$ cat config.mk
export PLATFORM = sky130hd
export DESIGN_NAME = periph_top
export DESIGN_NICKNAME = d
export VERILOG_FILES = /design/src/ems_pkg.sv /design/src/periph_bus_pkg.sv /design/src/io_bus_if.sv /design/src/ems_mapper.sv /design/src/io_decoder.sv /design/src/io_readback.sv /design/src/periph_top.sv
export VERILOG_INCLUDE_DIRS = /design/src
export SDC_FILE = /design/constraint.sdc
export NUM_CORES = 1
export LEC_CHECK = 0
export ABC_AREA = 1
export BUFFER_PORTS_ARGS = -buffer_cell sky130_fd_sc_hd__buf_2
export CORE_MARGIN = 2
export CORE_UTILIZATION = 49
export DETAILED_ROUTE_END_ITERATION = 12
export GPL_TIMING_DRIVEN = 1
export PLACE_DENSITY = 0.76
export SYNTH_ARGS = -nofsm -noshare
export SYNTH_HDL_FRONTEND = slang
export SYNTH_SLANG_ARGS = --single-unit
$ cat constraint.sdc
create_clock -name clock -period 1.6 [get_ports clock]
set_input_delay 0.24 -clock clock [delete_from_list [all_inputs] [get_ports clock]]
set_output_delay 0.24 -clock clock [all_outputs]
set_load 0.01 [all_outputs]
$ cat src/periph_macros.svh
// --------------------------------------
// Fixed PC/XT map constants. Port bases are
// 16-bit I/O addresses, frame tops are
// address bits 19-16 of a 64 KB EMS frame
// --------------------------------------
`ifndef PERIPH_MACROS_SVH
`define PERIPH_MACROS_SVH

// EMS mapping registers, four ports at 260h-263h
`define PERIPH_EMS_PORT_BASE    16'h0260

// Parallel port data latch, decoded over 378h-37Fh
`define PERIPH_LPT_PORT_BASE    16'h0378

// Page frame tops selectable by the frame input
`define PERIPH_EMS_FRAME_A      4'hA
`define PERIPH_EMS_FRAME_C      4'hC
`define PERIPH_EMS_FRAME_D      4'hD

// Written to an EMS register to switch its window off
`define PERIPH_EMS_DISABLE_CODE 8'hFF

// Read value of a disabled window, also the LPT latch after reset
`define PERIPH_IDLE_READ        8'hFF

`endif

$ cat src/ems_pkg.sv
// --------------------------------------
// EMS mapping types. Four 16 KB windows in
// one 64 KB frame, 128 logical pages
// --------------------------------------
package ems_pkg;

    // Logical page number
    typedef logic [6:0] ems_page_t;

    // One mapping register
    typedef struct packed {
        logic      enable;
        ems_page_t page;
    } ems_entry_t;

    // Field view of a byte written to a mapping register
    typedef struct packed {
        logic      flag;
        ems_page_t page;
    } ems_wdata_fields_t;

    // Written byte, checked whole against the disable code
    // and split into flag and page for a map write
    typedef union packed {
        logic [7:0]        raw;
        ems_wdata_fields_t fields;
    } ems_wdata_u;

    // Window number inside the frame
    typedef logic [1:0] ems_index_t;

    // Frame choice, 00 A000, 01 C000, others D000
    typedef logic [1:0] ems_frame_t;

endpackage

$ cat src/periph_bus_pkg.sv
// --------------------------------------
// CPU I/O bus types. Addresses are the full
// 20-bit bus, only the low 16 bits matter
// for port decode
// --------------------------------------
package periph_bus_pkg;

    // Full 8088 address bus
    typedef logic [19:0] io_addr_t;

    // One data byte
    typedef logic [7:0] io_data_t;

    // Active-low select per 32-port block at 000h-0FFh
    // Bit 0 DMA, 1 PIC, 2 PIT, 3 PPI, 4 DMA page, 5-7 spare
    typedef logic [7:0] slot_sel_t;

    // Decoder result handed to the register blocks
    typedef struct packed {
        slot_sel_t slots;
        logic      ems;
        logic      lpt;
    } io_select_t;

endpackage

$ cat src/io_bus_if.sv
// --------------------------------------
// Qualified I/O cycle. rd and wr are high
// only while aen is low and the strobe is
// asserted
// --------------------------------------
`timescale 1ns/1ps

interface io_bus_if;
    import periph_bus_pkg::*;

    io_addr_t addr;
    io_data_t wdata;
    logic     rd;
    logic     wr;

    // Top level drives the cycle
    modport host (
        output addr,
        output wdata,
        output rd,
        output wr
    );

    // Decoder and register blocks only observe it
    modport target (
        input addr,
        input wdata,
        input rd,
        input wr
    );

endinterface

$ cat src/ems_mapper.sv
// --------------------------------------
// Four EMS window registers. Writes land on
// each clock edge while the strobe is held,
// hit check and readback are combinational
// --------------------------------------
`timescale 1ns/1ps
`include "periph_macros.svh"

module ems_mapper (
    input  logic                       clock,
    input  logic                       reset,
    io_bus_if.target                   bus,
    input  periph_bus_pkg::io_select_t sel_i,
    input  ems_pkg::ems_frame_t        frame_i,
    output periph_bus_pkg::io_data_t   rdata_o,
    output logic                       hit_o,
    output ems_pkg::ems_index_t        window_o,
    output ems_pkg::ems_page_t         page_o
);
    import periph_bus_pkg::*;
    import ems_pkg::*;

    ems_entry_t entry_q [4];
    ems_wdata_u wdata;
    ems_index_t reg_index;
    ems_index_t mem_index;
    logic [3:0] frame_top;
    logic       reg_write;
    logic       frame_match;

    assign wdata     = bus.wdata;
    assign reg_index = bus.addr[1:0];
    assign reg_write = sel_i.ems & bus.wr;

    // FFh turns the window off, 00h-7Fh maps a page,
    // 80h-FEh is ignored
    always_ff @(posedge clock, posedge reset) begin
        if (reset) begin
            for (int i = 0; i < 4; i++) begin
                entry_q[i] <= '0;
            end
        end else if (reg_write) begin
            if (wdata.raw == `PERIPH_EMS_DISABLE_CODE) begin
                entry_q[reg_index].enable <= 1'b0;
            end else if (!wdata.fields.flag) begin
                entry_q[reg_index].enable <= 1'b1;
                entry_q[reg_index].page   <= wdata.fields.page;
            end
        end
    end

    // Frame base from the board setting
    always_comb begin
        case (frame_i)
            2'b00:   frame_top = `PERIPH_EMS_FRAME_A;
            2'b01:   frame_top = `PERIPH_EMS_FRAME_C;
            default: frame_top = `PERIPH_EMS_FRAME_D;
        endcase
    end

    // Bits 15-14 pick the 16 KB window inside the frame
    assign mem_index   = bus.addr[15:14];
    assign frame_match = (bus.addr[19:16] == frame_top);
    assign hit_o       = frame_match & entry_q[mem_index].enable;

    // Window and page are only meaningful on a hit
    assign window_o = hit_o ? mem_index : '0;
    assign page_o   = hit_o ? entry_q[mem_index].page : '0;

    // Disabled registers read back as the idle byte
    always_comb begin
        if (entry_q[reg_index].enable) begin
            rdata_o = {1'b0, entry_q[reg_index].page};
        end else begin
            rdata_o = `PERIPH_IDLE_READ;
        end
    end

endmodule

$ cat src/io_decoder.sv
// --------------------------------------
// Combinational port decode. Upper address
// bits 15-10 are not checked for the slots,
// as on the original XT board
// --------------------------------------
`timescale 1ns/1ps
`include "periph_macros.svh"

module io_decoder (
    io_bus_if.target                   bus,
    input  logic                       ems_enabled_i,
    output periph_bus_pkg::io_select_t sel_o
);
    import periph_bus_pkg::*;

    slot_sel_t slots_n;
    logic      ems_port;
    logic      lpt_port;

    // Legacy chipset slots live in 000h-0FFh, 32 ports each
    always_comb begin
        slots_n = '1;
        if (bus.addr[9:8] == 2'b00) begin
            slots_n[bus.addr[7:5]] = 1'b0;
        end
    end

    // EMS registers only exist when the board has EMS turned on
    always_comb begin
        ems_port = 1'b0;
        if (ems_enabled_i) begin
            if ({bus.addr[15:2], 2'b00} == `PERIPH_EMS_PORT_BASE) begin
                ems_port = 1'b1;
            end
        end
    end

    // Whole 8-port LPT block maps onto the single data latch
    always_comb begin
        lpt_port = 1'b0;
        if ({bus.addr[15:3], 3'b000} == `PERIPH_LPT_PORT_BASE) begin
            lpt_port = 1'b1;
        end
    end

    assign sel_o.slots = slots_n;
    assign sel_o.ems   = ems_port;
    assign sel_o.lpt   = lpt_port;

endmodule

$ cat src/io_readback.sv
// --------------------------------------
// LPT data latch and CPU read mux. Chipset
// slots return their own data off chip, so
// only EMS and LPT reads are driven here
// --------------------------------------
`timescale 1ns/1ps
`include "periph_macros.svh"

module io_readback (
    input  logic                       clock,
    input  logic                       reset,
    io_bus_if.target                   bus,
    input  periph_bus_pkg::io_select_t sel_i,
    input  periph_bus_pkg::io_data_t   ems_rdata_i,
    output periph_bus_pkg::io_data_t   data_o,
    output logic                       data_drive_o
);
    import periph_bus_pkg::*;

    io_data_t lpt_q;
    logic     lpt_write;
    logic     ems_read;
    logic     lpt_read;

    assign lpt_write = sel_i.lpt & bus.wr;
    assign ems_read  = sel_i.ems & bus.rd;
    assign lpt_read  = sel_i.lpt & bus.rd;

    // Parallel port output latch, idles high like a floating port
    always_ff @(posedge clock, posedge reset) begin
        if (reset) begin
            lpt_q <= `PERIPH_IDLE_READ;
        end else if (lpt_write) begin
            lpt_q <= bus.wdata;
        end
    end

    // EMS first, then LPT, otherwise leave the bus to other chips
    always_comb begin
        if (ems_read) begin
            data_o       = ems_rdata_i;
            data_drive_o = 1'b1;
        end else if (lpt_read) begin
            data_o       = lpt_q;
            data_drive_o = 1'b1;
        end else begin
            data_o       = '0;
            data_drive_o = 1'b0;
        end
    end

endmodule

$ cat src/periph_top.sv
// --------------------------------------
// XT peripheral I/O block. Strobes and aen
// are active low, selects go to external
// chips which drive their own read data
// --------------------------------------
`timescale 1ns/1ps

module periph_top (
    input  logic                     clock,
    input  logic                     reset,
    input  periph_bus_pkg::io_addr_t address_i,
    input  periph_bus_pkg::io_data_t data_i,
    input  logic                     io_read_n_i,
    input  logic                     io_write_n_i,
    input  logic                     address_enable_n_i,
    input  logic                     ems_enabled_i,
    input  ems_pkg::ems_frame_t      ems_frame_i,
    output periph_bus_pkg::io_data_t data_o,
    output logic                     data_drive_o,
    output logic                     dma_cs_n_o,
    output logic                     pic_cs_n_o,
    output logic                     pit_cs_n_o,
    output logic                     ppi_cs_n_o,
    output logic                     dma_page_cs_n_o,
    output logic                     ems_hit_o,
    output ems_pkg::ems_index_t      ems_window_o,
    output ems_pkg::ems_page_t       ems_page_o
);
    import periph_bus_pkg::*;

    io_bus_if   bus ();
    io_select_t sel;
    io_data_t   ems_rdata;
    logic       cycle_valid;

    // CPU owns the bus while aen is low, DMA cycles are ignored
    assign cycle_valid = ~address_enable_n_i;

    assign bus.addr  = address_i;
    assign bus.wdata = data_i;
    assign bus.rd    = cycle_valid & ~io_read_n_i;
    assign bus.wr    = cycle_valid & ~io_write_n_i;

    io_decoder i_decoder (
        .bus           (bus),
        .ems_enabled_i (ems_enabled_i),
        .sel_o         (sel)
    );

    ems_mapper i_ems_mapper (
        .clock    (clock),
        .reset    (reset),
        .bus      (bus),
        .sel_i    (sel),
        .frame_i  (ems_frame_i),
        .rdata_o  (ems_rdata),
        .hit_o    (ems_hit_o),
        .window_o (ems_window_o),
        .page_o   (ems_page_o)
    );

    io_readback i_readback (
        .clock        (clock),
        .reset        (reset),
        .bus          (bus),
        .sel_i        (sel),
        .ems_rdata_i  (ems_rdata),
        .data_o       (data_o),
        .data_drive_o (data_drive_o)
    );

    // Slot selects only during CPU cycles
    assign dma_cs_n_o      = sel.slots[0] | ~cycle_valid;
    assign pic_cs_n_o      = sel.slots[1] | ~cycle_valid;
    assign pit_cs_n_o      = sel.slots[2] | ~cycle_valid;
    assign ppi_cs_n_o      = sel.slots[3] | ~cycle_valid;
    assign dma_page_cs_n_o = sel.slots[4] | ~cycle_valid;

endmodule

; After elaboration in Yosys (flattened, before gate mapping)
; Cells that the tools add are included.
[totals]
input_bits = 36
elab_cells = 72
regBits = 40
[classes]
bitwise = 18
eq_ne = 6
magnitude_cmp = 5
n_mux = 29
reduce_logical = 5
[ops]
columns = cell, count
row1 = 32-bit bitwise mux, 3
row2 = 32-bit two-way mux, 2
row3 = 8-bit two-way mux, 8
row4 = 8-bit binary-select mux with 2-bit select, 2
row5 = 8-bit demux with 2-bit select, 2
row6 = "14-bit by 8-bit == test with 1-bit output, second input constant", 1
row7 = 7-bit two-way mux, 2
row8 = "13-bit by 7-bit == test with 1-bit output, second input constant", 1
row9 = "8-bit == test, second input constant", 1
row10 = 1-bit bitwise AND, 7
row11 = "3-bit >= comparator, second input constant", 2
row12 = 1-bit two-way mux, 6
row13 = 2-bit inverter with 3-bit output, 2
row14 = 3-bit one-hot mux with 2 select lines, 1
row15 = 5-bit two-way mux, 1
row16 = 5-bit inverter, 1
row17 = 1-bit OR, 5
row18 = 4-bit == test, 1
row19 = 2-bit zero test, 2
row20 = "3-bit by 4-bit < comparator with 1-bit output, second input constant", 1
row21 = 1-bit demux with 3-bit select, 1
row22 = "3-bit by 1-bit >= comparator with 1-bit output, second input constant", 1
row23 = "3-bit by 1-bit < comparator with 1-bit output, second input constant", 1
row24 = 1-bit inverter, 3
row25 = 5 further kinds, 6

; Logic depth before layout (Yosys ltp)
; Gate-level depths: netlist of the first run.
[depth]
word_depth = 9
ltp_mapped = 9

; Hierarchy
; A second synthesis of the first run with hierarchy kept.
[unflattened]
cells_unflattened = 411
area_unflattened_um2 = 2771.4
[by_module_without_submodules]
columns = module, area_per_inst_um2, n_inst, seq_area_each_um2, cells_each
row1 = ems_mapper, 1976.9, 1, 800.8, 268
row2 = io_readback, 529.3, 1, 210.2, 82
row3 = io_decoder, 214.0, 1, 0.0, 48
row4 = periph_top, 51.3, 1, 0.0, 13

; Least setup slack after synthesis of the first run
; OpenSTA, ideal clock, no wires.
[synth_path]
path_kind = input port to output port
start = input port address_i[14]
end = output port data_o[0]
n_path_buf = 2
path_stages = 7
t_required_ps = 1360
slack_ps = 5
t_arrival_ps = 1355
cell_sequence = buf_2 -> nor3_2 -> nand2_1 -> nor2_4 -> buf_2 -> nand3_1 -> nand3_1
[synth_via]
elab_chain_len = 5
[synth_rtl]
columns = element, line
row1 = "start, declared", periph_top.sv:11  ; input periph_bus_pkg::io_addr_t address_i,
row2 = 14-bit by 8-bit == test with 1-bit output (no source line) or 13-bit by 7-bit == test with 1-bit output (tied branches), --
row3 = "1-bit two-way mux, on equally long branches", "io_decoder.sv:32, io_decoder.sv:41"
row4 = 1-bit two-way mux or 1-bit bitwise AND (tied branches), "io_decoder.sv:31, io_readback.sv:27"
row5 = 1-bit bitwise AND or 8-bit two-way mux (tied branches), "io_readback.sv:26, io_readback.sv:43"
row6 = 8-bit two-way mux *, io_readback.sv:40  ; if (ems_read) begin
row7 = "end, declared", periph_top.sv:18  ; output periph_bus_pkg::io_data_t data_o,
; Mark *: on every way between the ends. The rest lies on a longest branch, timed or not.

; Worst setup path after layout of the first run
[layout_path]
start = register i_ems_mapper.entry_q[15] (netlist name)
end = output port ems_page_o[5]
[layout_via]
elab_chain_len = 5
[layout_rtl]
columns = element, line
row1 = "start, declared", ems_mapper.sv:23  ; ems_entry_t entry_q [4];
row2 = 8-bit binary-select mux with 2-bit select, ems_mapper.sv:64  ; assign hit_o = frame_match & entry_q[mem_index].enable;
row3 = 8-bit two-way mux (implied by the code) (2 in series), ems_mapper.sv:64
row4 = 1-bit bitwise AND, ems_mapper.sv:64
row5 = 7-bit two-way mux, ems_mapper.sv:68  ; assign page_o = hit_o ? entry_q[mem_index].page : '0;
row6 = "end, declared", periph_top.sv:27  ; output ems_pkg::ems_page_t ems_page_o
; Every way passes these cells. The select of a mux whose other input is x is not followed.

==> results.md, run 1 <==
- Final Critical Period: 1.73 ns
- DP Area: 0.00319 sq mm
- Layout Skew: 0 ns
- IO Port Bufs: 59
- Layout fillers: between 400 and 500
- Yosys warns: 0
- Num CTS Buffers: 5
- R2R Setup Slk: 0.86 ns
- Hold_ws: about 0.046 ns
- Post-layout worst setup margin: -0.132 ns
- Dpl ws: -0.0599 ns
- Site row count: 26
- Peak supply drop: between 0.4 and 0.5 mV
- Worst Reg2Reg Path Length in Cells: 3
- Vias per inst: around 5.6
- Placed insts: 525
- Post-synth net total: 415
- GP Congestion: around 0.93
- F_max: 578 MHz
- Failing checks: negative setup slack
- I/O pins: 60
- Post-Synth Adder-Cell Area: 0
- Gr ovfl total: 0
- LEAKAGE: approximately 0.0018 uW
- Die width: 77.2 um
- Crit path cell chain: inv_2, a21oi_2, o21ai_1, nand2_1, nand3_2, buf_6, a21oi_4, buf_6
- Number of synthesized register bits: 40
- Post-route ant nets: 0
- Final setup vio count: 18
- Crit. path cell count: 8
- Synth unique cells: 26
- Initial antenna violation count: 0
- Mapped cell area: around 0.0026 sq mm
- Max FO, Critical Path: 5
- Final Slew Violations: 0
- Max Root-Sink Buffers: 2
- Post-synthesis mux area share: 0
- Cells after Synth: 379
- Worst path arrival time: 1.49 ns
- Most used cell, CP: buf_6
- Crit path max-delay family: flip-flops
- DR WL/cell: 14.7 um
- Reg area: around 0.001 sq mm
- DR pass1 iterations: 5
- Final core occ: 0.679
- Largest net degree at the start of global routing: just over 40
- Worst flop-to-flop path endpoint: i_ems_mapper.entry_q[7]
- Gr usage total: 0.266
- CTS tree: built
- Crit path kind: flip-flop to primary output
- R2r startpoint: i_ems_mapper.entry_q[7]
- Outcome: finished with violations
- Max_cap viols: 0
- Non-filler cells, final: ~540
- Die Height: 77.2 um
- Class of the worst hold path: input pin to asynchronous set/reset pin
- Area of the multi-input gates: 0.00154 sq mm
- Clock latency at the later pin of the worst-skew pair: about 0.30 ns
- Nets: roughly 500
- Max incr delay on CP: 0.36 ns
- RSZ-0062 raised after global routing: true
- Core Region: 0.00514 sq mm
- CP Capture Point: ems_page_o[5]
- First-pass GRT wire length: around 12 mm
- Vias: around 3000
- Worst Max-Slew Pin Slew: ~0.52 ns
- CTS sink cnt: 40
- Relative slew slack: 0.652
- Die area: approximately 0.0060 sq mm
- Root buf cell: clkbuf_8
- Clock-pin slew on the worst setup and hold paths: around 0.07 ns
- 1st-iter DRT viols: about 260
- Commonest non-fill, non-tap cell in the layout: nand2_1
- Crit end category: primary output
- Mapped Avg Cell Area: ~6.9 sq um
- Final WL: 7.91 mm
- Req. time, crit path: about 1.4 ns
- Largest family of logic cells by synthesized area: simple AND/OR/NAND/NOR gates
- Sequential-to-total area share from yosys stat: 0.385
- Compound-Gate Fraction of Synth Area: 0.0744
- Synth Area in XOR/XNOR: 0
- Vias in the first global route: 2678
- Synth Area in Simple Gates: 0.473
- Final hold violations: 0
- Design Area, Final: about 0.0035 sq mm
- Initial core utilization: 0.510
- Layout area overhead: 33.0%
- Fin crit share: 1.08
- Cts hold-fix bufs: 0
- CTS H-tree lvls: 2
- Startpoint Class: flip-flop
- Drt drc: 0
- Setup crit start: i_ems_mapper.entry_q[15]
- Antenna Cells: 0
- Slowest CP cell: dfrtp_1
- Most frequent cells in the layout: nand2_1, buf_2, nor2_1
- Post-DP HPWL: between 5 and 6 mm
- Ratio of cells with drive above 1 in the final layout: 0.319
- P per Cell Area: slightly above 600 mW/mm^2
- WP buf/inv: 3
power by group:
group	leakage, uW	total (uW)	internal [uW]	switching (uW)
registers	0.000530	1010	1010	0.187
clock network	0.0000552	831	463	368
logic	0.00124	312	113	199
total	0.00182	2160	1590	568
metal layers:
layer	vias to the layer above	part of all wire	track usage
met5	-	0	0
met2	138	0.48	0.437
met3	17	0.085	0.0353
met4	0	0.023	0.109
li1	1443	-	-
met1	1400	0.41	0.353
final cells by class:
type                       count  share of cell area
clock buffer                   6              0.0208
clock inverter                 2              0.0100
inverter                      25              0.0269
multi-input combinational    301               0.441
sequential                    40               0.290
tap                           70              0.0251
timing repair buffer          93               0.187
tightest hold or removal path: cells and delay by family:
kind	cells	cell delay, ns
buffers and inverters	3	0.55
flip-flops by register name, indices dropped and copies added (netlist names):
register / cells
i_ems_mapper.entry_q: 32
i_readback.lpt_q: 8
per-stage QoR:
step	setup TNS [ns]	total power [uW]
after detailed placement	-0.356	1330
after global routing	-3.30	2230
after floorplan	0	1170
final	-1.78	2160
after global placement	0	1320
after CTS	-1.51	2140
worst min-delay path by stage:
stage | cells after the start | end | slack [ns]
2_1_floorplan | 2 | i_readback.lpt_q[0] | 0.35
3_3_place_gp | 3 | i_ems_mapper.entry_q[4] | 0.39
3_5_place_dp | 3 | i_ems_mapper.entry_q[4] | 0.39
4_1_cts | 3 | i_ems_mapper.entry_q[19] | 0.07
5_1_grt | 3 | i_ems_mapper.entry_q[19] | 0.1
6_report | 3 | i_ems_mapper.entry_q[4] | 0.05
logic make-up (layout without fill, tap and decap cells):
group	Yosys count	after routing
compound gates	35	35
buf+inv	38	126
flops	40	40
simple gates	266	266
Yosys cell counts, drive strengths merged:
cell type | n | area (sq um)
a21boi | 1 | 11.3
a21oi | 14 | 81.3
buf | 11 | 75.1
clkbuf | 2 | 7.51
dfrtp | 32 | 801
dfstp | 8 | 210
inv | 25 | 93.8
nand2 | 137 | 519
nand3 | 41 | 260
nand4 | 38 | 238
nor2 | 48 | 208
nor3 | 1 | 10.0
nor4 | 1 | 6.26
o21a | 1 | 7.51
o21ai | 19 | 95.1
timing repair:
item	4_1_cts	5_1_grt
pin swaps	10	5
setup endpoints to repair	18	19
buffers inserted	2	1
gates resized for setup	26	16
gates cloned	0	1
Power figures use the tool's default switching activity.
==> run 2: changes to the inputs <==
--- a/config.mk
+++ b/config.mk
@@ -8,6 +8,8 @@
 export LEC_CHECK = 0
 export ABC_AREA = 1
 export BUFFER_PORTS_ARGS = -buffer_cell sky130_fd_sc_hd__buf_2
+export CAP_MARGIN = 5
+export CORE_ASPECT_RATIO = 1.2
 export CORE_MARGIN = 2
 export CORE_UTILIZATION = 49
 export DETAILED_ROUTE_END_ITERATION = 12
==> results.md, run 2 (synthesis results as in run 1) <==
- Most frequent cells in the layout: nand2_1, buf_2, nor2_1
- Req. time, crit path: 1.36 ns
- CTS sink cnt: 40
- Final Slew Violations: 0
- Crit end category: primary output
- Vias in the first global route: around 2700
- Gr ovfl total: 0
- Placed insts: ~520
- Startpoint Class: flip-flop
- Layout area overhead: 28.8%
- First-pass GRT wire length: roughly 13 mm
- GP Congestion: around 0.9
- Final Critical Period: approximately 1.7 ns
- DR pass1 iterations: 5
- Ratio of cells with drive above 1 in the final layout: 0.298
- Max Root-Sink Buffers: 2
- Logic pwr share: 0.151
- Layout fillers: about 480
- CTS tree: built
- RSZ-0062 raised after global routing: true
- Final setup vio count: 18
- Failing checks: negative setup slack
- Nets: around 500
- Max FO, Critical Path: 5
- Clock-pin slew on the worst setup and hold paths: approximately 0.08 ns
- Top reg by flops: i_ems_mapper.entry_q
- Die area: about 0.0060 sq mm
- Largest net degree at the start of global routing: roughly 40
- R2r startpoint: i_ems_mapper.entry_q[23]
- Root buf cell: clkbuf_8
- Cts hold-fix bufs: 0
- Layout Skew: 0 ns
- Clock share of power: 0.349
- Initial antenna violation count: 0
- Crit path kind: flip-flop to primary output
- Final WL: approximately 7.9 mm
- Worst path arrival time: around 1.5 ns
- Num CTS Buffers: 5
- Core Region: around 0.0052 sq mm
- Class of the worst hold path: input pin to asynchronous set/reset pin
- DR WL/cell: about 15 um
- Post-layout worst setup margin: -0.126 ns
- 1st-iter DRT viols: 312
- Non-filler cells, final: 528
- Vias: 2965
- Antenna Cells: 0
- Peak supply drop: about 0.34 mV
- Fin crit share: 1.08
- Commonest non-fill, non-tap cell in the layout: nand2_1
- Initial core utilization: 0.502
- I/O pins: 60
- Post-route ant nets: 0
- Switching Power: roughly 550 uW
- Max_cap viols: 0
- Final hold violations: 0
- Relative slew slack: 0.643
- Final core occ: 0.647
- Setup crit start: i_ems_mapper.entry_q[23]
- Top Registers: i_ems_mapper.entry_q x32, i_readback.lpt_q x8
- LEAKAGE: ~0.0018 uW
- Reg power frac: 0.500
- Outcome: finished with violations
- Int Power: about 1500 uW
- F_max: slightly below 600 MHz
- Drt drc: 0
- Clock latency at the later pin of the worst-skew pair: 0.30 ns
- Site row count: 29
- Switching share of power: 0.272
- Gr usage total: 0.274
- Max reg flops: 32
- CTS H-tree lvls: 2
- Post-DP HPWL: ~5.8 mm
- P per Cell Area: roughly 600 mW/mm^2
- IO Port Bufs: between 50 and 60
- Vias per inst: ~5.6
- Die width: between 70 and 80 um
- Post-layout power: between 2000 and 2500 uW
- Worst Max-Slew Pin Slew: about 0.54 ns
- Die Height: around 84 um
run 2: metrics by stage:
step                      setup TNS (ns)  hold slack [ns]  setup slack [ns]  cell area, sq um
after CTS                          -2.42           0.0755            -0.168              3350
after detailed placement               0            0.404            0.0248              3180
after global routing               -3.68           0.0950            -0.242              3380
final                              -1.94           0.0557            -0.126              3380
after floorplan                        0            0.352           0.00516              2620
after global placement                 0            0.391            0.0718              3180
run 2: final cells by class:
cell class	instances	area [sq um]	share of cell area
clock buffers	8	90.1	0.0267
well taps	62	77.6	0.0230
inverters	25	93.8	0.0278
flip-flops and latches	40	1010	0.299
multi-input cells	301	1500	0.443
repair buffers	92	611	0.181
run 2: worst paths after layout:
kind | endpoint | slack (ns) | depth (start not counted)
setup / recovery | ems_page_o[0] | -0.13 | 8
hold / removal | i_ems_mapper.entry_q[3] | 0.06 | 3
setup reg to reg | i_ems_mapper.entry_q[23] | 0.87 | 3
hold reg to reg | i_readback.lpt_q[6] | 0.47 | 2
max in group asynchronous | i_readback.lpt_q[2] | 1.16 | 3
min in group clock | i_readback.lpt_q[7] | 0.20 | 3
run 2: critical path: stages, from the launching register on:
cell     delay (ns)
dfrtp_1        0.37
inv_2          0.05
a21oi_2        0.10
o21ai_1        0.07
nand2_1        0.09
nand3_2        0.10
buf_6          0.17
a21oi_2        0.10
buf_2          0.14
run 2: repair_timing:
action / 4_1_cts / 5_1_grt
hold endpoints to repair: 0 / 0
setup buffers: 0 / 1
pin swaps: 6 / 4
gates cloned: 1 / 0
gates resized for setup: 23 / 4
setup endpoints to repair: 18 / 18
run 2: power groups by stage:
stage	combinational (uW)	clock (uW)	sequential, uW
after floorplan	142	0	1030
after global placement	286	0	1030
after detailed placement	292	0	1030
after CTS	303	716	1010
after global routing	335	747	1010
final	305	707	1010
run 2: per-layer routing:
metal | global-route usage | share of wire | up-vias
met2 | 0.457 | 0.49 | 122
met4 | 0.101 | 0.031 | 0
met3 | 0.0372 | 0.079 | 25
met5 | 0 | 0 | -
li1 | - | - | 1435
met1 | 0.363 | 0.40 | 1383
==> run 3: changes to the inputs <==
--- a/config.mk
+++ b/config.mk
@@ -8,13 +8,13 @@
 export LEC_CHECK = 0
 export ABC_AREA = 1
 export BUFFER_PORTS_ARGS = -buffer_cell sky130_fd_sc_hd__buf_2
-export CAP_MARGIN = 5
 export CORE_ASPECT_RATIO = 1.2
 export CORE_MARGIN = 2
 export CORE_UTILIZATION = 49
 export DETAILED_ROUTE_END_ITERATION = 12
 export GPL_TIMING_DRIVEN = 1
 export PLACE_DENSITY = 0.76
+export SKIP_CTS_REPAIR_TIMING = 1
 export SYNTH_ARGS = -nofsm -noshare
 export SYNTH_HDL_FRONTEND = slang
 export SYNTH_SLANG_ARGS = --single-unit
==> results.md, run 3 (synthesis results as in run 1) <==
- Outcome: finished with violations
- Failing checks: negative setup slack
- DR pass1 iterations: 5
- Max reg flops: 32
- Fin crit share: 1.10
- Commonest non-fill, non-tap cell in the layout: nand2_1
- DP Area: around 0.0032 sq mm
- Final Critical Period: between 1.5 and 2 ns
- Max Root-Sink Buffers: 2
- Largest net degree at the start of global routing: just over 40
- Max FO, Critical Path: 8
- Core Region: between 0.005 and 0.006 sq mm
- RSZ-0062 raised after global routing: true
- Crit path kind: flip-flop to primary output
- Most frequent cells in the layout: nand2_1, buf_2, nor2_1
- Post-route ant nets: 0
- Vias: between 3000 and 4000
- Vias per inst: 5.66
- Startpoint Class: flip-flop
- Layout Skew: 0 ns
- Crit path cell chain: inv_2, o21ai_0, nor2_1, nand3_1, buf_6, nand3_1, buf_2
- Crit end category: primary output
- Final Slew Violations: 0
- CTS sink cnt: 40
- Req. time, crit path: roughly 1.4 ns
- Initial antenna violation count: 0
- Clock share of power: 0.348
- Switching Power: between 500 and 600 uW
- Top Registers: i_ems_mapper.entry_q x32, i_readback.lpt_q x8
- Clock-pin slew on the worst setup and hold paths: approximately 0.080 ns
- Nets: between 500 and 600
- Int Power: 1470 uW
- F_max: roughly 570 MHz
- Most used cell, CP: nand3_1
- Antenna Cells: 0
- Slowest CP cell: dfrtp_1
- Final WL: approximately 7.9 mm
- CTS H-tree lvls: 2
- Crit path max-delay family: flip-flops
- Reg power frac: 0.502
- Max incr delay on CP: approximately 0.40 ns
- Class of the worst hold path: input pin to asynchronous set/reset pin
- Die width: 70.8 um
- Drt drc: 0
- Post-DP HPWL: 5.82 mm
- First-pass GRT wire length: ~13 mm
- Switching share of power: 0.270
- Initial core utilization: 0.502
- Worst path arrival time: about 1.5 ns
- Num CTS Buffers: 5
- IO Port Bufs: 59
- Max_cap viols: 0
- Root buf cell: clkbuf_8
- LEAKAGE: 0.00178 uW
- P per Cell Area: 597 mW/mm^2
- Top reg by flops: i_ems_mapper.entry_q
- Layout area overhead: 28.8%
- Design Area, Final: approximately 0.0034 sq mm
- I/O pins: 60
- Worst Max-Slew Pin Slew: 0.525 ns
- Gr usage total: 0.268
- Die area: ~0.0060 sq mm
- WP buf/inv: 3
- Peak supply drop: about 0.34 mV
- Final hold violations: 0
- Die Height: 84.2 um
- Vias in the first global route: roughly 2700
- 1st-iter DRT viols: 303
- Site row count: 29
- Logic pwr share: 0.150
- Hold_ws: approximately 0.052 ns
- DR WL/cell: 14.9 um
- CTS tree: built
- Ratio of cells with drive above 1 in the final layout: 0.295
- Post-layout worst setup margin: -0.155 ns
- Gr ovfl total: 0
- Final setup vio count: 18
- GP Congestion: 0.913
- Relative slew slack: 0.650
- Clock latency at the later pin of the worst-skew pair: about 0.30 ns
[run 3: per-stage QoR]
stage          setup WS [ns]  total power, uW  cells   util  TNS [ns]
4_1_cts               -0.203             2020    526  0.627     -2.87
6_report              -0.155             2020    530  0.647     -2.40
3_5_place_dp          0.0248             1320    518  0.609         0
2_1_floorplan        0.00516             1170    379      -         0
3_3_place_gp          0.0718             1320    518  0.609         0
5_1_grt               -0.247             2090    530  0.647     -3.84
[run 3: metal layers]
layer	track usage	part of all wire	vias to the layer above
li1	-	-	1443
met4	0.110	0.020	0
met5	0	0	-
met2	0.433	0.50	149
met1	0.364	0.40	1392
met3	0.0360	0.085	18
[run 3: path summary, 6_finish.rpt]
check                           slack (ns)                       end  cells after the start                      from
worst max-delay path                 -0.16                 data_o[3]                      7  i_ems_mapper.entry_q[15]
worst min-delay path                  0.05   i_ems_mapper.entry_q[3]                      3                     reset
worst max register to register        0.87  i_ems_mapper.entry_q[15]                      3  i_ems_mapper.entry_q[15]
worst min register to register        0.47       i_readback.lpt_q[6]                      2       i_readback.lpt_q[6]
max in group asynchronous             1.17       i_readback.lpt_q[2]                      3                     reset
min in group clock                    0.20       i_readback.lpt_q[7]                      3                 data_i[7]
[run 3: worst reg2reg max path: cells and delay by family, from the launching register on]
family,cells,cell delay (ns)
DFF,1,0.40
and+or+nand+nor,2,0.09
buffers and inverters,1,0.14
[run 3: area by class of cell]
cell class,instances,area (sq um)
fill,489,1850
inverter,25,93.8
clock buffer,8,90.1
sequential,40,1010
timing repair buffer,94,619
tap,62,77.6
multi-input combinational,301,1490
[run 3: power groups by stage]
| stage | clock network (uW) | registers (uW) | logic [uW] |
|---|---|---|---|
| global route | 747 | 1010 | 333 |
| floorplan | 0 | 1030 | 142 |
| global placement | 0 | 1030 | 286 |
| detailed placement | 0 | 1030 | 292 |
| CTS | 716 | 1010 | 293 |
| finish | 703 | 1010 | 303 |
